## src/verilog/fft_pkg.sv

```systemverilog
// fft sizes, twiddle tables, stage control states and bit reverse helper
`default_nettype none

package fft_pkg;

	localparam int MAX_POW = 5; // up to 32 points, one stage per bit
	localparam int MIN_POW = 2;
	localparam int POW_WIDTH = 3;
	localparam int DATA_WIDTH = 16;
	localparam int RES_WIDTH = DATA_WIDTH + MAX_POW; // one bit of growth per stage
	localparam int N_POINTS = 2 ** MAX_POW;
	localparam int TW_FRAC = 14;
	localparam int TW_WIDTH = 16;
	localparam int TW_NUM = 2 ** (MAX_POW - 1);
	localparam int TW_ROUND = 2 ** (TW_FRAC - 1); // half lsb, added before the shift
	localparam real PI = 3.14159265358979;

	typedef logic signed [TW_WIDTH-1:0] tw_t;
	typedef tw_t tw_table_t [TW_NUM];

	// control of one butterfly stage
	typedef enum logic [2:0] {
		IDLE,
		LOAD,
		CALC,
		FULL,
		RELEASE
	} ctrl_state_t;

	// W^j = cos(2*pi*j/N) - i*sin(2*pi*j/N), scaled by 2**TW_FRAC
	function automatic tw_table_t make_tw(input bit imag);
		tw_table_t tab;
		real ang;
		for (int j = 0; j < TW_NUM; j++)
		begin
			ang = 2.0 * PI * j / N_POINTS;
			if (imag)
				tab[j] = tw_t'(int'(-$sin(ang) * (2.0 ** TW_FRAC)));
			else
				tab[j] = tw_t'(int'($cos(ang) * (2.0 ** TW_FRAC)));
		end
		return tab;
	endfunction

	localparam tw_table_t tw_re = make_tw(1'b0);
	localparam tw_table_t tw_im = make_tw(1'b1);

	// mirror the low pow bits of addr, upper bits end up zero
	function automatic logic [MAX_POW-1:0] bit_rev(
		input logic [MAX_POW-1:0] addr,
		input logic [POW_WIDTH-1:0] pow
	);
		logic [MAX_POW-1:0] r;
		r = '0;
		for (int i = 0; i < MAX_POW; i++)
			if (i < pow)
				r[pow - 1 - i] = addr[i];
		return r;
	endfunction

endpackage

`default_nettype wire

```

## src/verilog/result_reader.sv

```systemverilog
// result reader: streams the last stage buffer out with sop, eop and valid
`timescale 1ns/1ps
`default_nettype none

module result_reader
	import fft_pkg::*;
(
	input  logic clk,
	input  logic aclr,
	input  logic [POW_WIDTH-1:0] pow_reg,
	input  logic sink_ready,
	output logic [MAX_POW-1:0] sink_rdaddr,
	input  logic signed [DATA_WIDTH+MAX_POW-1:0] sink_re,
	input  logic signed [DATA_WIDTH+MAX_POW-1:0] sink_im,
	output logic sink_rdack,
	output logic source_sop,
	output logic source_eop,
	output logic source_valid,
	output logic signed [RES_WIDTH-1:0] source_re,
	output logic signed [RES_WIDTH-1:0] source_im
);
	logic [MAX_POW-1:0] cnt;
	logic [MAX_POW-1:0] last;
	logic active;

	assign last = MAX_POW'((1 << pow_reg) - 1);
	assign active = sink_ready && !sink_rdack; // frame present and not yet read
	assign sink_rdaddr = cnt;

	always_ff @(posedge clk, posedge aclr)
		if (aclr)
		begin
			cnt <= '0;
			sink_rdack <= 1'b0;
			source_valid <= 1'b0;
			source_sop <= 1'b0;
			source_eop <= 1'b0;
		end
		else
		begin
			source_valid <= active;
			source_sop <= active && cnt == '0;
			source_eop <= active && cnt == last;
			if (active)
			begin
				if (cnt == last)
				begin
					cnt <= '0;
					sink_rdack <= 1'b1;
				end
				else
					cnt <= cnt + 1'b1;
			end
			else if (!sink_ready)
				sink_rdack <= 1'b0; // buffer let go, close the handshake
		end

	always_ff @(posedge clk)
		if (active)
		begin
			source_re <= RES_WIDTH'(sink_re);
			source_im <= RES_WIDTH'(sink_im);
		end

endmodule

`default_nettype wire

```

## config.mk

```make
export PLATFORM = sky130hd
export DESIGN_NAME = result_reader
export DESIGN_NICKNAME = d
export VERILOG_FILES = /design/src/verilog/fft_pkg.sv /design/src/verilog/result_reader.sv
export SDC_FILE = /design/constraint.sdc
export NUM_CORES = 1
export LEC_CHECK = 0
export ABC_CLOCK_PERIOD_IN_PS = 1770
export BUFFER_PORTS_ARGS = -buffer_cell sky130_fd_sc_hd__buf_2
export CELL_PAD_IN_SITES_DETAIL_PLACEMENT = 0
export CELL_PAD_IN_SITES_GLOBAL_PLACEMENT = 2
export CORE_MARGIN = 5
export CORE_UTILIZATION = 25
export DETAILED_ROUTE_END_ITERATION = 12
export MAX_ROUTING_LAYER = met4
export PLACE_DENSITY = 0.77
export REMOVE_ABC_BUFFERS = 1
export SLEW_MARGIN = 20
export SYNTH_ARGS = -nofsm -noshare
export SYNTH_HDL_FRONTEND = slang
export SYNTH_SLANG_ARGS = --single-unit
```

## constraint.sdc

```tcl
create_clock -name clk -period 1.77 [get_ports clk]
set_input_delay 0.354 -clock clk [delete_from_list [all_inputs] [get_ports clk]]
set_output_delay 0.354 -clock clk [all_outputs]
set_load 0.02 [all_outputs]
```

After elaboration in Yosys (flattened, before gate mapping)
Index checks and enable logic that the tools add are counted.
- register bits: 51
- $add $sub $neg: 2
- shifts and indexed selects: 1
- equal/unequal tests: 3
- muxes and demuxes: 4
- reduce and logical (&&, ||, !) cells: 6
- operators by type and width (operator ; number):
    adder 5 x 1 -> 5 bit, second input constant ; 1
    equality test 5 bit ; 1
    zero test 5 bit ; 1
    two-way mux 5 bit ; 1
    left shift 1 x 3 -> 5 bit, first input constant ; 1
    subtractor 5 x 2 -> 5 bit, second input constant ; 1
    inequality test 2 x 1 -> 1 bit, second input constant ; 2
    logical AND 1 bit ; 3
    two-way mux 1 bit ; 3
    AND reduction 2 bit ; 1
    zero test 1 bit ; 1

Logic depth before layout (Yosys ltp)
- depth in word-level cells: 5
- gate-level depth with buffers: 6
- gate-level depth less buffers: 5

Worst setup path before layout
OpenSTA, ideal clock, no wires.
- kind: register to register
- from: register sink_rdack
- to: register source_im[0], enable pin
- cell stages (with the launch flop): 4
- slack: -221 ps
- arrival time: 1590 ps
- required time: 1369 ps
- buffers on the path: 0
- clock period less this slack: 1991 ps
- cell sequence: dfrtp_1 inv_1 nand2_1 inv_1
- word-level cells in the longest chain between the ends: 2
- ends and longest elaborated chain (what ; line ; text):
    start, declared ; result_reader.sv:15 ; output logic sink_rdack,
    start signal, assigned ; result_reader.sv:34 ; sink_rdack <= 1'b0;
    start signal, assigned ; result_reader.sv:49 ; sink_rdack <= 1'b1;
    start signal, assigned ; result_reader.sv:55 ; sink_rdack <= 1'b0;
    zero test 1 bit ; result_reader.sv:27 ; assign active = sink_ready && !sink_rdack;
    logical AND 1 bit ; result_reader.sv:27 ;
    net active ; result_reader.sv:24 ; logic active;
    end signal, assigned ; result_reader.sv:62 ; source_im <= RES_WIDTH'(sink_im);
    end, declared ; result_reader.sv:20 ; output logic signed [RES_WIDTH-1:0] source_im
The timed path passes the listed nets, and every way through them passes these cells.
A chain may end at the register's enable or synchronous reset.

Worst setup path in the final report
- from: register cnt[0] (netlist: sink_rdaddr[0])
- to: register cnt[4] (netlist: sink_rdaddr[4])
- word-level cells in the longest chain between the ends: 2
- elaborated cells on any way between the ends: 3
- classes of those cells: add/sub (1); eq/ne (1); mux (1)
- ends and longest elaborated chain (what ; line ; text):
    start, declared ; result_reader.sv:22 ; logic [MAX_POW-1:0] cnt;
    start signal, assigned ; result_reader.sv:52 ; cnt <= cnt + 1'b1;
    adder 5 x 1 -> 5 bit or equality test 5 bit (tied branches) ; result_reader.sv:52, result_reader.sv:46 ;
    two-way mux 5 bit * ; result_reader.sv:46 ; if (cnt == last)
Every way passes the cells marked *; elsewhere a longest branch is shown, timed or not.

==> out/results.tsv <==
metric	value	unit
synth.yosys.seq_area_share	83.4	%
io-pin-count	99	
dieWidth	94.5	um
grt_pass1_vias	1307	
start_util	26.0	%
area.sequential	0.00149	mm2
synth-compound-area-share	5.26	%
yosys_register_bits	51	
grt_pass1_wl	6760	um
area_growth	40.4	%
final_cell_count_no_fill	304	
vias_per_cell	3.96	
ant_nets	0	
grt-ovfl-total	0	
synth-simple-area-share	8.63	%
htreeDepth	2	
numCtsBuffers	5	
place_inst	293	
wl_per_cell	14.0	um
end_kind	register	
final_layout_size_suffix_gt1_share	54.6	%
vias	1204	
min_path_type	in2async	
synth_xor_area_share	0	%
clk_pin_slew	90	ps
drc	0	
rr_endpoint	sink_rdaddr[4]	
final-max-slew-violation-count	0	
setup_viol	0	
fp.dieArea	0.00892	mm2
slew_headroom	63.7	%
cellLeakagePower	1.07	nW
status	complete, no violations	
maxCapViolCount	0	
skew	6.06	ps
syn-cell-area	0.00178	mm2
ys_types	26	
required	1960	ps
ir_worst_vdd	0.517	mV
cp.arrival	1770	ps
power.density	1110	mW/mm2
first_pass_iters	3	
ys_warn_count	0	
portBuffers	98	
max_freq	631	MHz
cp_max_fo	8	
syn_area_per_cell	18.4	um2
root_buffer	clkbuf_8	
grtUsageTotal	10.2	%
core	0.00687	mm2
wl	4260	um
fin_crit	1580	ps
dp_hpwl	3390	um
clock-sinks	51	
finalHoldViolCount	0	
utilization	36.4	%
reg2reg_depth	4	
antenna_found_initial	3	
grt_max_degree	30	
clk_latency	300	ps
fillCellCount	691	
die_height	94.5	um
tritoncts	done	
nNetsFinal	254	
rrSetupSlack	190	ps
place.gp.congestion	0.782	
synth_top_family_by_area	simple AND/OR/NAND/NOR gates	
worstSetupPathType	reg2reg	
synth.mux.area_fraction	0	%
ctsResizeCount	0	
drt_iter0_markers	36	
min_period_over_period	89.5	%
worst_slew_pin_slew	536	ps
multi_input_area	273	um2
rr_startpoint	sink_rdaddr[0]	
rows	30	
whs	5.69	ps
synthCells	97	
clockBufferDepth	2	
cp-start-kind	register	
synthAdderAreaFrac	1.40	%
rsz0062_at_grt	false	
post_cts_buffers	0	
cts_hold_buf	0	
-- how the worst max path moves through the flow --
stage / startpoint / endpoint / slack [ps] / cells past startpoint
3_5_place_dp: pow_reg[0] / sink_rdaddr[2] / 130 / 6
4_1_cts: sink_rdaddr[0] / sink_rdaddr[4] / 130 / 4
6_report: sink_rdaddr[0] / sink_rdaddr[4] / 190 / 4
5_1_grt: sink_rdaddr[0] / sink_rdaddr[2] / 10 / 5
3_3_place_gp: pow_reg[0] / sink_rdaddr[2] / 170 / 6
2_1_floorplan: sink_rdack / source_im[0] / -220 / 3
-- cell families (layout without fill, tap and decap cells) --
group,Yosys count,in the layout
flip-flops,51,51
AND/OR/NAND/NOR,27,27
AO/OA/AOI/OAI,11,11
buffers and inverters,6,114
adder cells (fa/ha/maj),2,2
other,0,3
-- where the power goes --
group	total [mW]	switching, mW	internal (mW)	leakage [nW]
Clock	0.642	0.365	0.277	0.0412
Sequential	1.55	0.107	1.44	0.520
Combinational	0.599	0.371	0.228	0.514
Total	2.79	0.844	1.94	1.07
-- state kept, by name (all words and copies together) (netlist names) --
name / count
source_eop: 1
source_sop: 1
source_im: 21
source_re: 21
sink_rdack: 1
source_valid: 1
sink_rdaddr: 5
-- worst max-delay path, cell delays in order, from the launching register on --
cell and delay (ps):
dfrtp_1 450, inv_1 110, nor4_1 500, o32ai_4 190
a22o_1 220
-- final cells by class --
cell class                 count  area share [%]
antenna                        3           0.300
clock buffer                   6            2.90
sequential                    51            59.4
multi-input combinational     40            10.9
clock inverter                 2           0.500
timing repair buffer         101            20.5
inverter                       5           0.750
tap                           96            4.80
-- metal layers --
metal / routed length [um] / GRT usage (%) / part of all wire [%] / vias to the layer above
met5: 0 / - / 0 / -
met4: 41 / 2.52 / 0.96 / 0
met3: 410 / 4.78 / 9.6 / 5
met2: 2220 / 17.3 / 52 / 47
met1: 1590 / 10.8 / 37 / 566
li1: - / - / - / 586
-- layout by cell type (no fill, tap or decap), types with 2 or more instances in the layout --
master,count
nand3_1,5
o21ai_0,3
ha_1,2
edfxtp_1,42
nor3_1,3
clkbuf_8,5
nor2_1,2
diode_2,3
nor3b_1,2
a22o_1,2
buf_2,98
inv_1,4
nand2_1,7
dfrtp_1,9
buf_4,3
-- synth_stat cells --
cell type   n  area share (%)
a21boi_1    1            0.42
dfrtp_1     9              13
a21oi_1     1            0.28
nor3_1      3            0.84
nor3b_1     2            0.84
buf_2       1            0.28
nand2_1     7             1.5
o32ai_4     1             1.5
ha_1        2             1.4
and4b_1     1            0.56
inv_1       5             1.1
nand3b_1    1            0.42
nand4b_1    1            0.49
o21ai_0     3            0.84
nor4b_1     1            0.49
or3_1       1            0.35
nand3_1     5             1.4
a21oi_2     1            0.49
nor2_2      1            0.35
a22o_1      2            0.98
o21ai_1     1            0.28
edfxtp_1   42              71
nor4_1      1            0.35
a21o_1      1            0.42
nor2_1      2            0.42
nand4bb_1   1            0.63
-- per-stage QoR --
step | setup WS (ps) | instance area [um2] | power (mW) | TNS, ps
after global routing | 11.5 | 2500 | 2.98 | 0
after detailed placement | 130 | 2410 | 2.18 | 0
after CTS | 134 | 2500 | 2.84 | 0
after floorplan | -221 | 1780 | 1.92 | -10010
final | 185 | 2500 | 2.79 | 0
after global placement | 173 | 2410 | 2.18 | 0
Note: power is estimated with default switching activity, not from simulation.
