$ cat src/verilog/fft_pkg.sv
// fft sizes, twiddle tables, stage control states and bit reverse helper
`default_nettype none

package fft_pkg;

	localparam int MAX_POW = 5; // up to 32 points, one stage per bit
	localparam int MIN_POW = 2;
	localparam int POW_WIDTH = 3;
	localparam int DATA_WIDTH = 16;
	localparam int RES_WIDTH = DATA_WIDTH + MAX_POW; // one bit of growth per stage
	localparam int N_POINTS = 2 ** MAX_POW;
	localparam int TW_FRAC = 14;
	localparam int TW_WIDTH = 16;
	localparam int TW_NUM = 2 ** (MAX_POW - 1);
	localparam int TW_ROUND = 2 ** (TW_FRAC - 1); // half lsb, added before the shift
	localparam real PI = 3.14159265358979;

	typedef logic signed [TW_WIDTH-1:0] tw_t;
	typedef tw_t tw_table_t [TW_NUM];

	// control of one butterfly stage
	typedef enum logic [2:0] {
		IDLE,
		LOAD,
		CALC,
		FULL,
		RELEASE
	} ctrl_state_t;

	// W^j = cos(2*pi*j/N) - i*sin(2*pi*j/N), scaled by 2**TW_FRAC
	function automatic tw_table_t make_tw(input bit imag);
		tw_table_t tab;
		real ang;
		for (int j = 0; j < TW_NUM; j++)
		begin
			ang = 2.0 * PI * j / N_POINTS;
			if (imag)
				tab[j] = tw_t'(int'(-$sin(ang) * (2.0 ** TW_FRAC)));
			else
				tab[j] = tw_t'(int'($cos(ang) * (2.0 ** TW_FRAC)));
		end
		return tab;
	endfunction

	localparam tw_table_t tw_re = make_tw(1'b0);
	localparam tw_table_t tw_im = make_tw(1'b1);

	// mirror the low pow bits of addr, upper bits end up zero
	function automatic logic [MAX_POW-1:0] bit_rev(
		input logic [MAX_POW-1:0] addr,
		input logic [POW_WIDTH-1:0] pow
	);
		logic [MAX_POW-1:0] r;
		r = '0;
		for (int i = 0; i < MAX_POW; i++)
			if (i < pow)
				r[pow - 1 - i] = addr[i];
		return r;
	endfunction

endpackage

`default_nettype wire

$ cat src/verilog/fft_stage.sv
// one radix-2 DIT stage: own frame buffer, butterflies with twiddle multiply
`timescale 1ns/1ps
`default_nettype none

module fft_stage
	import fft_pkg::*;
#(
	parameter int STAGE = 1 // 1..MAX_POW, butterfly span 2**(STAGE-1)
)(
	input  logic clk,
	input  logic aclr,
	input  logic [POW_WIDTH-1:0] pow_reg,
	input  logic sink_ready,
	output logic [MAX_POW-1:0] sink_rdaddr,
	input  logic signed [DATA_WIDTH+STAGE-2:0] sink_re,
	input  logic signed [DATA_WIDTH+STAGE-2:0] sink_im,
	output logic sink_rdack,
	input  logic [MAX_POW-1:0] source_rdaddr,
	input  logic source_rdack,
	output logic signed [DATA_WIDTH+STAGE-1:0] source_re,
	output logic signed [DATA_WIDTH+STAGE-1:0] source_im,
	output logic source_ready
);
	ctrl_state_t state;
	logic [MAX_POW:0] step; // load: word and phase, calc: pair and phase
	logic bypass;
	logic load_wr;
	logic calc_wr;
	logic signed [DATA_WIDTH+STAGE-1:0] mem_re [N_POINTS];
	logic signed [DATA_WIDTH+STAGE-1:0] mem_im [N_POINTS];
	logic signed [DATA_WIDTH+STAGE-1:0] hold_re, hold_im; // word fetched from upstream
	logic signed [DATA_WIDTH+STAGE-1:0] t_re, t_im; // b * W of the current pair
	logic signed [DATA_WIDTH+STAGE-1:0] a_re, a_im;
	logic signed [DATA_WIDTH+STAGE-1:0] b_re, b_im;
	logic signed [DATA_WIDTH+STAGE+TW_WIDTH:0] acc_re, acc_im;
	logic [MAX_POW-1:0] pair;
	logic [MAX_POW-1:0] grp_pos; // position within the butterfly group
	logic [MAX_POW-1:0] a_addr;
	logic [MAX_POW-1:0] b_addr;
	logic [MAX_POW-2:0] tw_idx;
	tw_t w_re, w_im;

	// stages above the frame length only widen and pass data
	assign bypass = STAGE > pow_reg;
	assign load_wr = state == LOAD && step[0];
	assign calc_wr = state == CALC && step[0] && !bypass;

	assign sink_rdaddr = step[MAX_POW:1];
	assign sink_rdack = state == RELEASE;
	assign source_ready = state == FULL;
	assign source_re = mem_re[source_rdaddr];
	assign source_im = mem_im[source_rdaddr];

	always_comb
	begin
		pair = {1'b0, step[MAX_POW-1:1]};
		grp_pos = pair & MAX_POW'((1 << (STAGE - 1)) - 1);
		a_addr = ((pair >> (STAGE - 1)) << STAGE) | grp_pos;
		b_addr = a_addr | MAX_POW'(1 << (STAGE - 1));
		tw_idx = (MAX_POW-1)'(grp_pos << (MAX_POW - STAGE));

		a_re = mem_re[a_addr];
		a_im = mem_im[a_addr];
		b_re = mem_re[b_addr];
		b_im = mem_im[b_addr];
		w_re = tw_re[tw_idx];
		w_im = tw_im[tw_idx];

		// complex multiply with round to nearest
		acc_re = b_re * w_re - b_im * w_im + TW_ROUND;
		acc_im = b_re * w_im + b_im * w_re + TW_ROUND;
	end

	always_ff @(posedge clk)
	begin
		if (state == LOAD && !step[0])
		begin
			hold_re <= sink_re; // sign extended
			hold_im <= sink_im;
		end
		if (load_wr)
		begin
			mem_re[step[MAX_POW:1]] <= hold_re;
			mem_im[step[MAX_POW:1]] <= hold_im;
		end
		if (state == CALC && !step[0])
		begin
			t_re <= (DATA_WIDTH+STAGE)'(acc_re >>> TW_FRAC);
			t_im <= (DATA_WIDTH+STAGE)'(acc_im >>> TW_FRAC);
		end
		if (calc_wr)
		begin
			mem_re[a_addr] <= a_re + t_re;
			mem_im[a_addr] <= a_im + t_im;
			mem_re[b_addr] <= a_re - t_re;
			mem_im[b_addr] <= a_im - t_im;
		end
	end

	always_ff @(posedge clk, posedge aclr)
		if (aclr)
		begin
			state <= IDLE;
			step <= '0;
		end
		else
			case (state)
				IDLE:
					if (sink_ready)
					begin
						state <= LOAD;
						step <= '0;
					end
				LOAD:
					if (&step)
						state <= RELEASE; // whole frame copied
					else
						step <= step + 1'b1;
				RELEASE:
					if (!sink_ready)
					begin
						state <= CALC;
						step <= '0;
					end
				CALC:
				begin
					if (!step[MAX_POW])
						step <= step + 1'b1;
					// wait here while the reader still holds rdack of the last frame
					if (step >= N_POINTS - 1 && !source_rdack)
						state <= FULL;
				end
				FULL:
					if (source_rdack)
						state <= IDLE;
				default:
					state <= IDLE;
			endcase

endmodule

`default_nettype wire

$ cat config.mk
export PLATFORM = sky130hd
export DESIGN_NAME = fft_stage
export DESIGN_NICKNAME = d
export VERILOG_FILES = /design/src/verilog/fft_pkg.sv /design/src/verilog/fft_stage.sv
export SDC_FILE = /design/constraint.sdc
export NUM_CORES = 2
export LEC_CHECK = 0
export ABC_AREA = 1
export BUFFER_PORTS_ARGS = -buffer_cell sky130_fd_sc_hd__buf_2
export CORE_ASPECT_RATIO = 1.1
export CORE_MARGIN = 2
export CORE_UTILIZATION = 55
export CTS_CLUSTER_SIZE = 12
export DETAILED_ROUTE_END_ITERATION = 6
export PLACE_DENSITY = 0.71
export SKIP_LAST_GASP = 1
export SLEW_MARGIN = 20
export SYNTH_ARGS = -nofsm -noshare
export SYNTH_HDL_FRONTEND = slang
export SYNTH_SLANG_ARGS = --single-unit
$ cat constraint.sdc
create_clock -name clk -period 5.8 [get_ports clk]
set_input_delay 0.58 -clock clk [delete_from_list [all_inputs] [get_ports clk]]
set_output_delay 0.58 -clock clk [all_outputs]
set_load 0.01 [all_outputs]
Word-level counts from Yosys, hierarchy flattened
Memory sizes are Yosys's and may differ from the RTL's.
Cells that the tools add are included.
{ "classes": {"addsub": 7, "magnitude_cmp": 2, "eq_ne": 11, "n_mux": 21, "reduce_logical": 17} }
{ "ops": {"columns": ["operator", "count"], "rows": [
  ["adder 31 x 15 -> 31 bit (second input constant)", 2],
  ["adder 17 bit", 2],
  ["2-to-1 mux 17 bit", 2],
  ["OR reduction 17 bit", 2],
  ["subtractor 17 bit", 2],
  ["2-to-1 mux 6 bit", 4],
  ["one-hot mux 6 bit (4 select lines)", 1],
  ["2-to-1 mux 3 bit", 5],
  ["one-hot mux 3 bit (5 select lines)", 1],
  ["2-to-1 mux 5 bit", 2],
  ["inequality test 2 bit (second input constant)", 5],
  ["AND reduction 5 bit", 2],
  ["adder 6 x 1 -> 6 bit (second input constant)", 1],
  ["== test 3 x 2 -> 1 bit (second input constant)", 2],
  [">= comparator 6 x 5 -> 1 bit (second input constant)", 1],
  ["logical AND 1 bit", 6],
  ["2-to-1 mux 1 bit", 6],
  ["AND reduction 6 bit", 1],
  ["inequality test 2 x 1 -> 1 bit (second input constant)", 2],
  ["AND reduction 4 bit", 1],
  ["nonzero test 4 bit", 1],
  ["== test 3 x 1 -> 1 bit (second input constant)", 1],
  ["== test 3 bit (second input constant)", 1],
  ["> comparator 1 x 3 -> 1 bit (first input constant)", 1],
  ["2 further kinds", 4]
]} }
{ "word_totals": {"ff_bits": 75, "ramBits": 1088, "in_bits": 44, "elab_cells": 67, "mem_count": 2} }
{ "mem_list": {"columns": ["memory", "depth", "width", "read_ports", "rd_clocked_by_memory_dff", "wr", "line", "rtl"], "rows": [
  ["mem_im", 32, 17, 3, 0, 2, "fft_stage.sv:30", "logic signed [DATA_WIDTH+STAGE-1:0] mem_im [N_POINTS];"],
  ["mem_re", 32, 17, 3, 0, 2, "fft_stage.sv:29", "logic signed [DATA_WIDTH+STAGE-1:0] mem_re [N_POINTS];"]
]} }

Logic depth before layout (Yosys ltp)
{ "logic_depth": {"ltp_word": 7, "ltp_mapped": 24, "ltp_nobuf": 19} }

Worst setup path before layout
No wires, ideal clock.
{ "synth_path": {"path_kind": "register to register", "from": "register step[2]", "to": "memory mem_im[0][0] (netlist bit), enable pin", "arrival_time_ps": 3924, "t_required_ps": 5328, "path_slack_ps": 1403, "path_stages_with_launch": 7, "synth_period_minus_slack_ps": 4397, "cell_sequence": "dfrtp_1 -> clkbuf_2 -> nor2_2 -> clkbuf_1 -> clkbuf_1 -> inv_1 -> o21ai_0"} }
{ "synth_rtl": {"columns": ["item", "line", "rtl"], "rows": [
  ["start, declared", "fft_stage.sv:25", "logic [MAX_POW:0] step;"],
  ["start signal, assigned", "fft_stage.sv:118", "step <= step + 1'b1;"],
  ["start signal, assigned", "fft_stage.sv:128", "step <= step + 1'b1;"],
  ["end, declared", "fft_stage.sv:30", null]
]} }

==> impl_metrics.toml <==
[worst_setup_path]
critPathTopFamily = "simple AND/OR/NAND/NOR gates"
cp-end-kind = "register"
startpoint_type = "register"
timing.critical_path.mode_cell = "nand2_1"
max_stage_delay_ps = 760
cp.required_ps = 6330
cp_num_buf_inv = 4
cp_max_fo = 49
path_class = "register to register"
arrival_ps = 5760
worstPathCellList = "nand2_1 -> buf_4 -> inv_8 -> buf_4 -> a22oi_1 -> nand2_1 -> nand2_1 -> nand4_1 -> inv_1 -> fa_1 -> o21ai_2 -> nand2_1 -> nand2_1 -> nand2_1 -> nand3_1 -> nand3_1 -> nand3_1 -> nand2_1"
slowest_stage = "dfrtp_1"

[placed_design]
dp_worst_setup_slack_ps = 884
place.gp.congestion = 1.04
io_buffer_count = 84
dp.final_hpwl_um = 170000

[clock_tree]
cts_sinks = 1163
root_buffer = "clkbuf_16"
numCtsBuffers = 121
clockBufferDepth = 3
h-tree-depth = 3
post_cts_buffers = 0
cts_tree = "done"
clk_pin_slew_worst_paths_ps = 60
insertion_delay_ps = 780
cts_resized = 0

[synth]
synth_area_per_cell_um2 = 8.78
synth_seq_cells = 1163
synth-main-ff-cell = "edfxtp_1"
synth_top_family_by_area = "compound AO/OA/AOI/OAI gates"
yosysMostFrequentCell = "nand2_1"
synth_mux_area_share_pct = 0
synth-xor-area-share_pct = 0.441
synth_top_area_share_pct = 52.8
synth_area_um2 = 65600
synthCells = 7468
synth_edf_count = 1154
seq_area_frac_synth_pct = 53.2
synth-simple-area-share_pct = 18.7
synth_warnings = 0
synth_fp_nets = 7582
synth.area.top_cells = "edfxtp_1 53%, nand2_1 10%, o21ai_0 8.9%"
yosys.area_share.adder_pct = 1.38
netlist_top_cells_count = "1,803 x nand2_1, 1,161 x o21ai_0, 1,154 x edfxtp_1, 669 x nor2_1, 528 x a22oi_1"
synth_compound_area_share_pct = 21.0
yosys.area.top_type = "edfxtp_1"
async_flop_share_pct = 0.774
synth_cell_types = 42

[detailed_routing]
drc_errors = 14
num_vias = 64000
vias_per_cell = 7.22
postRouteAntennaNets = 0
dr.first_iter.drc_count = 12200
dr.pass1.iters = 7
wl_per_cell_um = 32.1
routed_wl_um = 284000

[grt]
grt_usage_pct = 45.4
grt_max_degree = 174
grt_pass1_vias = 60700
overflow = 0
grt_pass1_wl_um = 403000
antenna_found_initial = 10

[sta]
finalHoldViolCount = 0
max_clock_freq_mhz = 191
tightest_slew_ps = 1280
layout_setup_ws_ps = 561
maxSlewHeadroom_pct = 14.5
finalSetupViolCount = 0
post-route-period-util_pct = 90.3
fin_skew_ps = 35.4
grt_setup_unrepaired = "false"
final.setup.tns_ps = 0
maxSlewViolCount = 0
fin_crit_ps = 5240

[die]
dieArea_um2 = 122000
row_count = 132
floorplan.initialDensity_pct = 55.5
ioPinCount = 85
dieWidth_um = 333
die_h_um = 366
core_area_um2 = 118000

[finish]
final_layout_size_suffix_gt1_share_pct = 7.87
nets = 7341
area_growth_pct = 9.77

[pwr]
powerDensity_nw_per_um2 = 571
power.leakage_uw = 0.0263
ir_drop_v = 0.000723

[outcome]
violations = "design-rule violations"
outcome = "finished with violations"

[min_path]
hp-class = "primary input to register"

[flow_run]
drv_cap = 0
==> report_power, final <==
group	switching, uW	internal (uW)
Sequential	555	10400
Clock	3400	4080
Combinational	17400	5270
==> logic make-up after synthesis <==
group | Yosys count
fa+ha+maj | 70
xor+xnor | 33
compound gates | 2307
buf+inv | 875
flops | 1163
simple gates | 3020
==> layer usage <==
metal / up-vias / wire (um) / global-route usage, %
li1: 26500 / - / -
met1: 29800 / 91400 / 56.0
met2: 6136 / 118000 / 65.8
met3: 1624 / 48200 / 14.6
met4: 14 / 26800 / 35.5
met5: - / 82 / 0
==> state kept, by name, indices dropped and copies added, names as in the netlist <==
name     flops
hold_re     16
t_im        17
mem_re     544
step         6
t_re        17
mem_im     544
state        3
hold_im     16
==> area by class of cell <==
type / instances / area, um2
fill: 9732 / 46100
sequential: 1163 / 34900
multi-input combinational: 5430 / 27800
clock buffer: 158 / 3210
timing repair buffer: 346 / 3080
tap: 1541 / 1930
inverter: 165 / 668
clock inverter: 55 / 430
antenna: 10 / 25.0
==> worst paths after layout <==
kind	cells after the start	slack [ps]	end	start
max	18	560	mem_re[20][16]	step[2]
min	1	8	hold_im[7]	sink_im[7]
max reg2reg	18	560	mem_re[20][16]	step[2]
min reg2reg	2	570	state[0]	state[0]
max in group asynchronous	3	5030	step[5]	aclr
min in group asynchronous	3	400	step[0]	aclr
==> per-stage QoR <==
step / cells / instance area [um2] / hold WS [ps] / util, % / total power [uW]
after global placement: 8619 / 67900 / 542 / 57.5 / 32500
final: 8868 / 72000 / 8.35 / 61.0 / 41100
after floorplan: 7468 / 65600 / 408 / - / 24100
after detailed placement: 8626 / 68100 / 555 / 57.7 / 32600
after CTS: 8858 / 71900 / 1.02 / 60.9 / 40000
after global routing: 8858 / 72000 / 22.2 / 60.9 / 42500
==> layout by cell type (no fill, tap or decap), drive strengths merged <==
cell type,netlist,layout
bufinv,0,5
a21o,3,3
xnor2,2,2
buf,233,326
nand3,427,427
a21boi,4,4
o21bai,11,11
o221ai,200,200
and2,3,3
dlygate4sd3,0,19
ha,66,66
a22oi,528,528
and3,1,1
nor4,1,1
fa,4,4
clkinv,1,48
a211oi,1,1
nand2,1807,1807
o21a,11,11
o22ai,75,75
clkbuf,477,159
nor3,17,17
or2,2,2
a21oi,62,62
nand4,77,77
xor2,31,31
o211ai,2,2
diode,0,10
dfrtp,9,9
inv,164,167
nand3b,4,4
edfxtp,1154,1154
o21ai,1410,1410
nor2,681,681
==> timing repair <==
action | CTS | global route
hold endpoints to repair | 27 | 0
endpoints found under the setup margin | 0 | 0
hold buffers | 19 | 0
No activity file was read; power rests on OpenSTA's default activity.
