[src/verilog/fft_pkg.sv]
// fft sizes, twiddle tables, stage control states and bit reverse helper
`default_nettype none

package fft_pkg;

	localparam int MAX_POW = 5; // up to 32 points, one stage per bit
	localparam int MIN_POW = 2;
	localparam int POW_WIDTH = 3;
	localparam int DATA_WIDTH = 16;
	localparam int RES_WIDTH = DATA_WIDTH + MAX_POW; // one bit of growth per stage
	localparam int N_POINTS = 2 ** MAX_POW;
	localparam int TW_FRAC = 14;
	localparam int TW_WIDTH = 16;
	localparam int TW_NUM = 2 ** (MAX_POW - 1);
	localparam int TW_ROUND = 2 ** (TW_FRAC - 1); // half lsb, added before the shift
	localparam real PI = 3.14159265358979;

	typedef logic signed [TW_WIDTH-1:0] tw_t;
	typedef tw_t tw_table_t [TW_NUM];

	// control of one butterfly stage
	typedef enum logic [2:0] {
		IDLE,
		LOAD,
		CALC,
		FULL,
		RELEASE
	} ctrl_state_t;

	// W^j = cos(2*pi*j/N) - i*sin(2*pi*j/N), scaled by 2**TW_FRAC
	function automatic tw_table_t make_tw(input bit imag);
		tw_table_t tab;
		real ang;
		for (int j = 0; j < TW_NUM; j++)
		begin
			ang = 2.0 * PI * j / N_POINTS;
			if (imag)
				tab[j] = tw_t'(int'(-$sin(ang) * (2.0 ** TW_FRAC)));
			else
				tab[j] = tw_t'(int'($cos(ang) * (2.0 ** TW_FRAC)));
		end
		return tab;
	endfunction

	localparam tw_table_t tw_re = make_tw(1'b0);
	localparam tw_table_t tw_im = make_tw(1'b1);

	// mirror the low pow bits of addr, upper bits end up zero
	function automatic logic [MAX_POW-1:0] bit_rev(
		input logic [MAX_POW-1:0] addr,
		input logic [POW_WIDTH-1:0] pow
	);
		logic [MAX_POW-1:0] r;
		r = '0;
		for (int i = 0; i < MAX_POW; i++)
			if (i < pow)
				r[pow - 1 - i] = addr[i];
		return r;
	endfunction

endpackage

`default_nettype wire

[src/verilog/fft_input_buf.sv]
// input frame buffer, bit-reversed write order, serves the first stage
`timescale 1ns/1ps
`default_nettype none

module fft_input_buf
	import fft_pkg::*;
(
	input  logic clk,
	input  logic aclr,
	input  logic sink_sop,
	input  logic sink_eop,
	input  logic sink_valid,
	input  logic signed [DATA_WIDTH-1:0] sink_re,
	input  logic signed [DATA_WIDTH-1:0] sink_im,
	input  logic [POW_WIDTH-1:0] pow_reg,
	input  logic [MAX_POW-1:0] rdaddr,
	input  logic rdack,
	output logic signed [DATA_WIDTH-1:0] q_re,
	output logic signed [DATA_WIDTH-1:0] q_im,
	output logic ready,
	output logic error
);
	logic signed [DATA_WIDTH-1:0] mem_re [N_POINTS];
	logic signed [DATA_WIDTH-1:0] mem_im [N_POINTS];
	logic [MAX_POW-1:0] wr_cnt; // next sample index
	logic [MAX_POW-1:0] wr_idx;
	logic [MAX_POW-1:0] wr_addr;
	logic full;
	logic overflow;
	logic frame_done;

	// frame held and not yet being released
	assign full = ready && !rdack;

	assign wr_idx = sink_sop ? '0 : wr_cnt;
	assign wr_addr = bit_rev(wr_idx, pow_reg); // first stage sees DIT order
	assign overflow = sink_valid && sink_sop && full;
	assign frame_done = sink_valid && sink_eop;

	// read side is combinational from the reader's address
	assign q_re = mem_re[rdaddr];
	assign q_im = mem_im[rdaddr];

	always_ff @(posedge clk)
		if (sink_valid)
		begin
			mem_re[wr_addr] <= sink_re;
			mem_im[wr_addr] <= sink_im;
		end

	always_ff @(posedge clk, posedge aclr)
		if (aclr)
		begin
			wr_cnt <= '0;
			ready <= 1'b0;
			error <= 1'b0;
		end
		else
		begin
			if (sink_valid)
				wr_cnt <= wr_idx + 1'b1;

			if (rdack)
				ready <= 1'b0; // reader has the frame, buffer is free
			else if (frame_done)
				ready <= 1'b1;
			else if (overflow)
				ready <= 1'b0; // held frame is overwritten

			if (overflow)
				error <= 1'b1;
		end

endmodule

`default_nettype wire

[config.mk]
export PLATFORM = sky130hd
export DESIGN_NAME = fft_input_buf
export DESIGN_NICKNAME = d
export VERILOG_FILES = /design/src/verilog/fft_pkg.sv /design/src/verilog/fft_input_buf.sv
export SDC_FILE = /design/constraint.sdc
export NUM_CORES = 1
export LEC_CHECK = 0
export ABC_AREA = 1
export BUFFER_PORTS_ARGS = -buffer_cell sky130_fd_sc_hd__buf_2
export CORE_MARGIN = 2
export CORE_UTILIZATION = 35
export CTS_CLUSTER_SIZE = 30
export DETAILED_ROUTE_END_ITERATION = 8
export HOLD_SLACK_MARGIN = 0.12
export PLACE_DENSITY = 0.57
export SETUP_SLACK_MARGIN = 0.2
export SYNTH_ARGS = -nofsm -noshare
export SYNTH_HDL_FRONTEND = slang
export SYNTH_SLANG_ARGS = --single-unit
[constraint.sdc]
create_clock -name clk -period 3.1 [get_ports clk]
set_input_delay 0.31 -clock clk [delete_from_list [all_inputs] [get_ports clk]]
set_output_delay 0.31 -clock clk [all_outputs]
set_load 0.005 [all_outputs]
=== Word-level counts from Yosys, hierarchy flattened ===
Memories as Yosys holds them, arrays and structs flattened.
Index checks and enable logic that the tools add are counted.

* Memory bits (writable): 1024
* Memory bits (read-only): 0
* Output and inout bits: 34
* Memories kept: 2
* Bits in latches: 0
* Flip-flop bits (word level): 7
* Input port bits: 46

* Equal/unequal tests: 0
* Reductions and logical operators: 11
* Add/sub/neg operators: 6
* Muxes and demuxes: 25
* Divide/modulo/power cells: 0
* Order comparisons: 15
* Shifts and indexed selects: 0
* Bitwise gates (word level): 1
* Multipliers: 0

{| class="wikitable"
|+ Memories
! name !! depth !! width !! read ports !! clocked after Yosys merged registers in !! wr ports !! RTL line !! text
|-
| mem_im || 32 || 16 || 1 || 0 || 1 || fft_input_buf.sv:24 || <nowiki>logic signed [DATA_WIDTH-1:0] mem_im [N_POINTS];</nowiki>
|-
| mem_re || 32 || 16 || 1 || 0 || 1 || fft_input_buf.sv:23 || <nowiki>logic signed [DATA_WIDTH-1:0] mem_re [N_POINTS];</nowiki>
|}

{| class="wikitable"
|+ Operators with widths
! kind !! count
|-
| greater-or-equal comparator 32 x 1 -> 1 bit (second input constant) || 5
|-
| < comparator 32 x 4 -> 1 bit (second input constant) || 5
|-
| subtractor 32 x 2 -> 32 bit (second input constant) || 2
|-
| subtractor 32 x 1 -> 32 bit (second input constant) || 1
|-
| two-way mux 5 bit || 6
|-
| bitwise mux 5 bit || 4
|-
| demux 1 bit (select 3 bit) || 5
|-
| two-way mux 1 bit || 10
|-
| logical AND 1 bit || 9
|-
| < comparator 1 x 3 -> 1 bit (first input constant) || 2
|-
| < comparator 2 x 3 -> 1 bit (first input constant) || 2
|-
| adder 5 x 1 -> 5 bit (second input constant) || 1
|-
| AND 5 bit || 1
|-
| subtractor 4 x 4 -> 5 bit (second input constant) || 1
|-
| subtractor 3 x 1 -> 4 bit (second input constant) || 1
|-
| < comparator 3 bit (first input constant) || 1
|-
| nonzero test 3 bit || 1
|-
| zero test 1 bit || 1
|}

=== Logic depth before layout (Yosys ltp) ===
Gate-level depths: netlist of the first run.

* Depth in word-level cells: 15
* Depth in mapped cells: 20
* Mapped depth without buffers: 20

=== Least setup slack after synthesis of the first run ===
No wires, ideal clock.

* Path kind: input to register
* Start point: input pow_reg[0]
* End point: memory mem_im[21][0], enable pin
* Path buffers: 0
* Setup time: 0.421 ns
* Cell stages on the path: 16
* Arrival time: 3.687 ns
* Path slack: -1.008 ns
* Cells stage by stage: inv_1 -> ha_1 -> inv_1 -> nand2_1 -> nand2_1 -> nor2_1 -> o21ai_0 -> ha_1 -> nor3_1 -> nand4_1 -> and2_1 -> nand2_1 -> nand2_2 -> clkinv_2 -> nand4_1 -> nor2_1

* Word-level cells in the longest chain between the ends: 15

{| class="wikitable"
|+ Ends and longest elaborated chain
! element !! RTL line !! text
|-
| start: declaration || fft_input_buf.sv:15 || <nowiki>input logic [POW_WIDTH-1:0] pow_reg,</nowiki>
|-
| branches (longest 14 deep; another with subtractor 32 x 1 -> 32 bit) || n/a ||
|-
| two-way mux 5 bit * || fft_pkg.sv:56 || <nowiki>if (i < pow)</nowiki>
|-
| end: declaration || fft_input_buf.sv:24 ||
|}

Every way passes the cells marked *.

=== Worst setup path after layout of the first run ===
* Start point: input rdaddr[1]
* End point: output q_im[13]

* Word-level cells in the longest chain between the ends: 1

{| class="wikitable"
|+ Ends and longest elaborated chain
! element !! RTL line !! text
|-
| start: declaration || fft_input_buf.sv:16 || <nowiki>input logic [MAX_POW-1:0] rdaddr,</nowiki>
|-
| memory (32 x 16 bit) || n/a ||
|-
| end: declaration || fft_input_buf.sv:19 || <nowiki>output logic signed [DATA_WIDTH-1:0] q_im,</nowiki>
|}

No other way between the ends.

==> reports/results.ini, run 1 <==
[worst_setup_path]
critPathBufInv = 4
crit_family = buffers and inverters
path_max_fanout = 33
critPathSlowestCell = o21a_1
cp-start-kind = primary input
required_ns = 2.79
worstSetupEndpointType = output pin
worstPathCellList = clkbuf_8 > inv_8 > buf_12 > o21ai_0 > o221ai_1 > nand3_1 > o21ai_1 > o21a_1 > buf_2
critPathMaxStageDelay_ns = 0.37
critPathArrivalTime_ns = 2.50
worstSetupPathType = in -> out

[grt]
grt_use_met3_pct = 4.01
grt_overflow_total = 0
antenna_found_initial = 4
grt.busiest_layer = met2
grt_pass1_wl_mm = 174
first_global_vias = 25816
grtUsageMet2_pct = 30.3
met1_usage_pct = 27.4
grt_max_degree = 103
grt_use_total_pct = 19.4

[drt]
ant_nets = 0
drtPass1Iterations = 6
drtIter0Drc = 3107
routed_wirelength_mm = 120
wl_per_cell_um = 24.9
vias_per_cell = 5.52
drc_errors = 0
vias = 26550

[placement]
dp_slack_ns = -0.234
dp_hpwl_mm = 72.2
placed_cells = 4603
dpl_cell_area_um2 = 45300
place_congestion = 0.810
port_buffers = 79

[synthesis]
synth_common_cells = edfxtp_1 (1,024), nor2_1 (602), o21ai_0 (534)
syn_area_um2 = 41100
ys.flop_type = edfxtp_1
synth.net_count = 3062
ys_types = 44
synth_most_common_cell = edfxtp_1
synthTopCellsByArea = edfxtp_1 (75%), o21ai_0 (6.5%), nor2_1 (5.5%)
yosysTopAreaCell = edfxtp_1
syn_inst = 3007
async_flop_share_pct = 0.679
synth_seq_cells = 1031
synth_top_area_share_pct = 74.9
yosys_warnings = 0
syn_area_per_cell_um2 = 13.7
synth_edf_count = 1024
yosysSeqAreaShare_pct = 75.3

[clocking]
clk_latency_ns = 0.69
cts.sinks = 1031
clockBufferDepth = 3
root_buffer = clkbuf_16
cts_buffers = 105
cts_setup_buffers = 0
cts_tree = done
clk_pin_slew_worst_paths_ns = 0.06
ctsHtreeMaxLevel = 3

[finish]
layoutNonFillerInstCount = 4811
syn2layout_area_growth_pct = 18.8
fin_util_pct = 42.0
fill_cells = 10589
nets = 3252
final_area_um2 = 48800
drive_gt1_share_pct = 16.2

[run_status]
run_status = completed

[power]
p_leak_nw = 15.5
p_per_area_nw_per_um2 = 614
power_mw = 29.9
ir_drop_mv = 0.476

[timing]
setup_violations = 0
max_freq_mhz = 355
hold_viol = 0
skew_ns = 0.0325
finalCriticalPeriod_ns = 2.81
rsz0062_at_grt = false
fin_setup_tns_ns = 0
max_slew_margin_pct = 42.1
whs_ns = 0.189
slew_viol_final = 0
finalCritPeriodShare_pct = 90.8
worstMarginPinSlew_ns = 0.869
worst_slack_ns = 0.285

[floorplan]
die_h_um = 347
num_rows = 125
start_util_pct = 35.3
ios = 80
die_x_um = 347
core_area_um2 = 116000
fp.dieArea_um2 = 120000

[flow_run]
cap_violations = 0

[min_path]
min_path_type = in -> reg

per-layer routing:
layer	wire length (um)	part of all wire, %
met1	52800	44
met2	55200	46
met3	9140	7.6
met4	2760	2.3
met5	23	0.019
state kept, by name, summed over array words and instances, names as in the netlist:
register,flops
error,1
mem_im,512
mem_re,512
ready,1
wr_cnt,5
logic make-up after synthesis:
logic type	synth area share [%]
AO/OA/AOI/OAI	12.8
XOR/XNOR	0.0427
adder cells (fa/ha/maj)	0.274
buffers and inverters	2.91
flip-flops	75.3
AND/OR/NAND/NOR	8.61
worst reg2reg max path: cells and delay by family (launching register included):
kind / cells / cell delay [ns]
flops: 1 / 0.33
simple gates: 7 / 1.03
buf+inv: 5 / 0.72
final timing paths:
path | startpoint | cells past startpoint | slack (ns) | to
min | sink_re[14] | 1 | 0.19 | mem_re[31][14]
max reg2reg | wr_cnt[2] | 12 | 0.73 | mem_re[4][4]
min in group asynchronous | aclr | 4 | 0.70 | ready
min reg2reg | wr_cnt[0] | 2 | 0.51 | wr_cnt[0]
max in group asynchronous | aclr | 4 | 2.18 | wr_cnt[0]
max | rdaddr[1] | 9 | 0.29 | q_im[13]
final cells by class:
type,instances,area [um2],area share (%)
Antenna cell,5,12.5,0.0257
Clock buffer,127,2730,5.60
Clock inverter,65,598,1.23
Inverter,39,204,0.418
Multi-Input combinational cell,1717,9260,19.0
Sequential cell,1031,30900,63.4
Tap cell,1524,1910,3.91
Timing Repair Buffer,301,3120,6.39
Timing Repair inverter,2,22.5,0.0462
placed cells by master, fill, tap and decap left out, types with 5 or more instances in the layout:
cell type,netlist,routed
edfxtp_1,1024,1024
nor2_1,602,567
o21ai_0,534,533
o221ai_1,202,200
buf_4,14,134
nand3_1,121,121
clkbuf_16,0,106
buf_12,0,81
buf_2,78,75
nand2_1,63,60
o22ai_1,54,54
o21ai_1,39,40
nor2_4,2,34
inv_1,29,26
clkinv_1,1,25
clkinv_2,1,23
clkbuf_1,112,21
o21a_1,19,19
nand4_1,12,12
nand2_2,7,10
a31oi_1,9,9
a21oi_1,9,9
dlygate4sd3_1,0,9
nor2_2,5,8
ha_1,9,7
bufinv_16,0,7
dfrtp_1,7,7
clkinvlp_4,0,6
nand3_4,5,6
diode_2,0,5
report_power, final:
| group | internal [mW] | switching (mW) | total (mW) | leakage [nW] |
|---|---|---|---|---|
| Sequential | 15.5 | 0.0245 | 15.5 | 9.31 |
| Clock | 6.88 | 5.38 | 12.3 | 1.61 |
| Combinational | 0.644 | 1.54 | 2.19 | 4.61 |
| Total | 23.0 | 6.95 | 29.9 | 15.5 |
what timing repair did:
item,in CTS,in global routing
hold buffers,9,0
hold endpoints to repair,13,0
setup endpoints to repair,0,7
gates resized for setup,0,5
No activity file was read; power rests on OpenSTA's default activity.
==> run 2: changes to the inputs <==
HOLD_SLACK_MARGIN = 0.03   (was 0.12)
clock period = 2.54 ns   (was 3.1 ns; I/O delays follow)
==> reports/results.ini, run 2 (same netlist as run 1, synthesis figures left out) <==
[flow_run]
cap_violations = 0  ; unchanged

[worst_setup_path]
worstSetupEndpointType = register  ; was output pin
critPathMaxStageDelay_ns = 0.32  ; was 0.37 ns
cp-start-kind = primary input  ; unchanged
reg2reg_to = mem_im[8][7]  ; was mem_re[4][4]
critPathArrivalTime_ns = 2.92  ; was 2.50 ns
path_max_fanout = 6  ; was 33
worstPathCellList = buf_8 > clkinvlp_4 > buf_6 > ha_4 > nand2_4 > ha_4 > nor2_4 > nand3_2 > nor2_4 > buf_6 > nand3_2 > nand2_2 > nand2_2 > nand2_4 > buf_4 > nand3_4 > buf_6 > nor2_4 > buf_12 > clkbuf_16  ; was clkbuf_8 > inv_8 > buf_12 > o21ai_0 > o221ai_1 > nand3_1 > o21ai_1 > o21a_1 > buf_2
worstSetupPathType = in -> reg  ; was in -> out
required_ns = 2.95  ; was 2.79 ns
ff2ff_path_depth = 16  ; was 12
timing.reg2reg.setup_slack_ns = 0.09  ; was 0.73 ns
crit_path_start = pow_reg[0]  ; was rdaddr[1]
critPathSlowestCell = ha_4  ; was o21a_1
critPathCapture = mem_im[8][7]  ; was q_im[13]
r2r-start = wr_cnt[0]  ; was wr_cnt[2]

[clocking]
clockBufferDepth = 3  ; unchanged
clk_pin_slew_worst_paths_ns = 0.06  ; about the same
clk_latency_ns = 0.69  ; about the same
cts.sinks = 1031  ; unchanged
root_buffer = clkbuf_16  ; unchanged
ctsHtreeMaxLevel = 3  ; unchanged
cts_tree = done  ; unchanged
cts_buffers = 105  ; unchanged

[min_path]
holdPathStages = 4  ; was 1
min_path_type = in -> reg  ; unchanged

[finish]
fin_util_pct = 44.4  ; was 42.0%
reg.largest.list = mem_im (512), mem_re (512), wr_cnt (5)  ; unchanged
nets = 3402  ; was 3,252
area.sequential_um2 = 30900  ; unchanged
final_area_um2 = 51600  ; was 48,800 um2
multiInputGateArea_um2 = 9800  ; was 9260 um2
syn2layout_area_growth_pct = 25.7  ; was 18.8%
layoutNonFillerInstCount = 4955  ; was 4,811
layout_commonest_cell = edfxtp_1  ; unchanged
drive_gt1_share_pct = 22.7  ; was 16.2%
mostFrequentLayoutCells = edfxtp_1 (1,024), nor2_1 (559), o21ai_0 (488)  ; was edfxtp_1 (1,024), nor2_1 (567), o21ai_0 (533)
fill_cells = 10302  ; was 10,589

[grt]
grt_max_degree = 76  ; was 103
first_global_vias = 26126  ; was 25,816
antenna_found_initial = 7  ; was 4
grt_pass1_wl_mm = 178  ; was 174 mm
grt_overflow_total = 0  ; unchanged
grt_use_total_pct = 19.9  ; was 19.4%

[drt]
routed_wirelength_mm = 124  ; was 120 mm
drtIter0Drc = 3278  ; was 3,107
vias_per_cell = 5.48  ; was 5.52
route.met2.wl_mm = 56.0  ; was 55.2 mm
top_layer_used = met5  ; unchanged
vias = 27144  ; was 26,550
drc_errors = 0  ; unchanged
ant_nets = 0  ; unchanged
wl_met3_mm = 9.70  ; was 9.14 mm
wl_per_cell_um = 24.9  ; about the same
drtPass1Iterations = 5  ; was 6
m1WireLength_mm = 54.3  ; was 52.8 mm

[timing]
worst_slack_ns = 0.0248  ; was 0.285 ns
hold_viol = 0  ; unchanged
rsz0062_at_grt = true  ; was false
fin_setup_tns_ns = 0  ; unchanged
slew_viol_final = 0  ; unchanged
finalCritPeriodShare_pct = 99.0
worstMarginPinSlew_ns = 0.951  ; was 0.869 ns
setup_violations = 0  ; unchanged
finalCriticalPeriod_ns = 2.52
whs_ns = 0.0730  ; was 0.189 ns
max_freq_mhz = 398
skew_ns = 0.0192  ; was 0.0325 ns
max_slew_margin_pct = 36.6  ; was 42.1%

[placement]
dp_slack_ns = -0.734  ; was -0.234 ns
dpl_cell_area_um2 = 45900  ; was 45,300 um2
place_congestion = 0.838  ; was 0.810
port_buffers = 79  ; unchanged
dp_hpwl_mm = 74.6  ; was 72.2 mm
placed_cells = 4654  ; was 4,603

[floorplan]
die_h_um = 347  ; unchanged
fp.dieArea_um2 = 120000  ; unchanged
start_util_pct = 35.3  ; unchanged
num_rows = 125  ; unchanged
die_x_um = 347  ; unchanged
ios = 80  ; unchanged
core_area_um2 = 116000  ; unchanged

[power]
power_mw = 37.1  ; was 29.9 mW
p_leak_nw = 16.8  ; was 15.5 nW
ir_drop_mv = 0.513  ; was 0.476 mV
p_per_area_nw_per_um2 = 719  ; was 614 nW/um2

[run_status]
run_status = completed  ; unchanged

-- run 2: final cells by class --
type                       count  area share [%]
multi-input combinational   1717            19.0
inverter                      39           0.415
clock inverter                60            1.07
sequential                  1031            59.9
antenna                        3          0.0145
clock buffer                 128            5.30
timing repair buffer         453            10.6
tap                         1524            3.69
-- run 2: how the worst min path moves through the flow --
| stage | start | end |
|---|---|---|
| final | sink_sop | wr_cnt[3] |
| after global routing | sink_sop | wr_cnt[3] |
| after CTS | sink_sop | wr_cnt[3] |
| after detailed placement | aclr | error |
| after global placement | aclr | ready |
| after floorplan | aclr | error |
-- run 2: metal layers --
layer  GRT usage, %  vias up
li1               -    12171
met1           29.2    13667
met2           29.9     1124
met3           3.67      178
met4           6.02        4
met5              0        -
-- run 2: worst max-delay path, delay by kind of cell --
kind,cells,cell delay (ns)
buffers and inverters,8,1.10
AND/OR/NAND/NOR,10,1.01
adder cells (fa/ha/maj),2,0.54
-- run 2: power by group --
group | internal, mW | switching (mW) | total, mW
registers | 18.9 | 0.0318 | 18.9
logic | 1.16 | 2.09 | 3.25
clock network | 8.47 | 6.52 | 15.0
total | 28.5 | 8.64 | 37.1
-- run 2: what timing repair did --
action                                 4_1_cts  5_1_grt
resized for setup                          151       89
hold buffers                                 9        0
endpoints found under the hold margin       12        0
buffers inserted                            48       20
setup endpoints to repair                 1056     1056
pin swaps                                   60       41
cloned                                      14       19
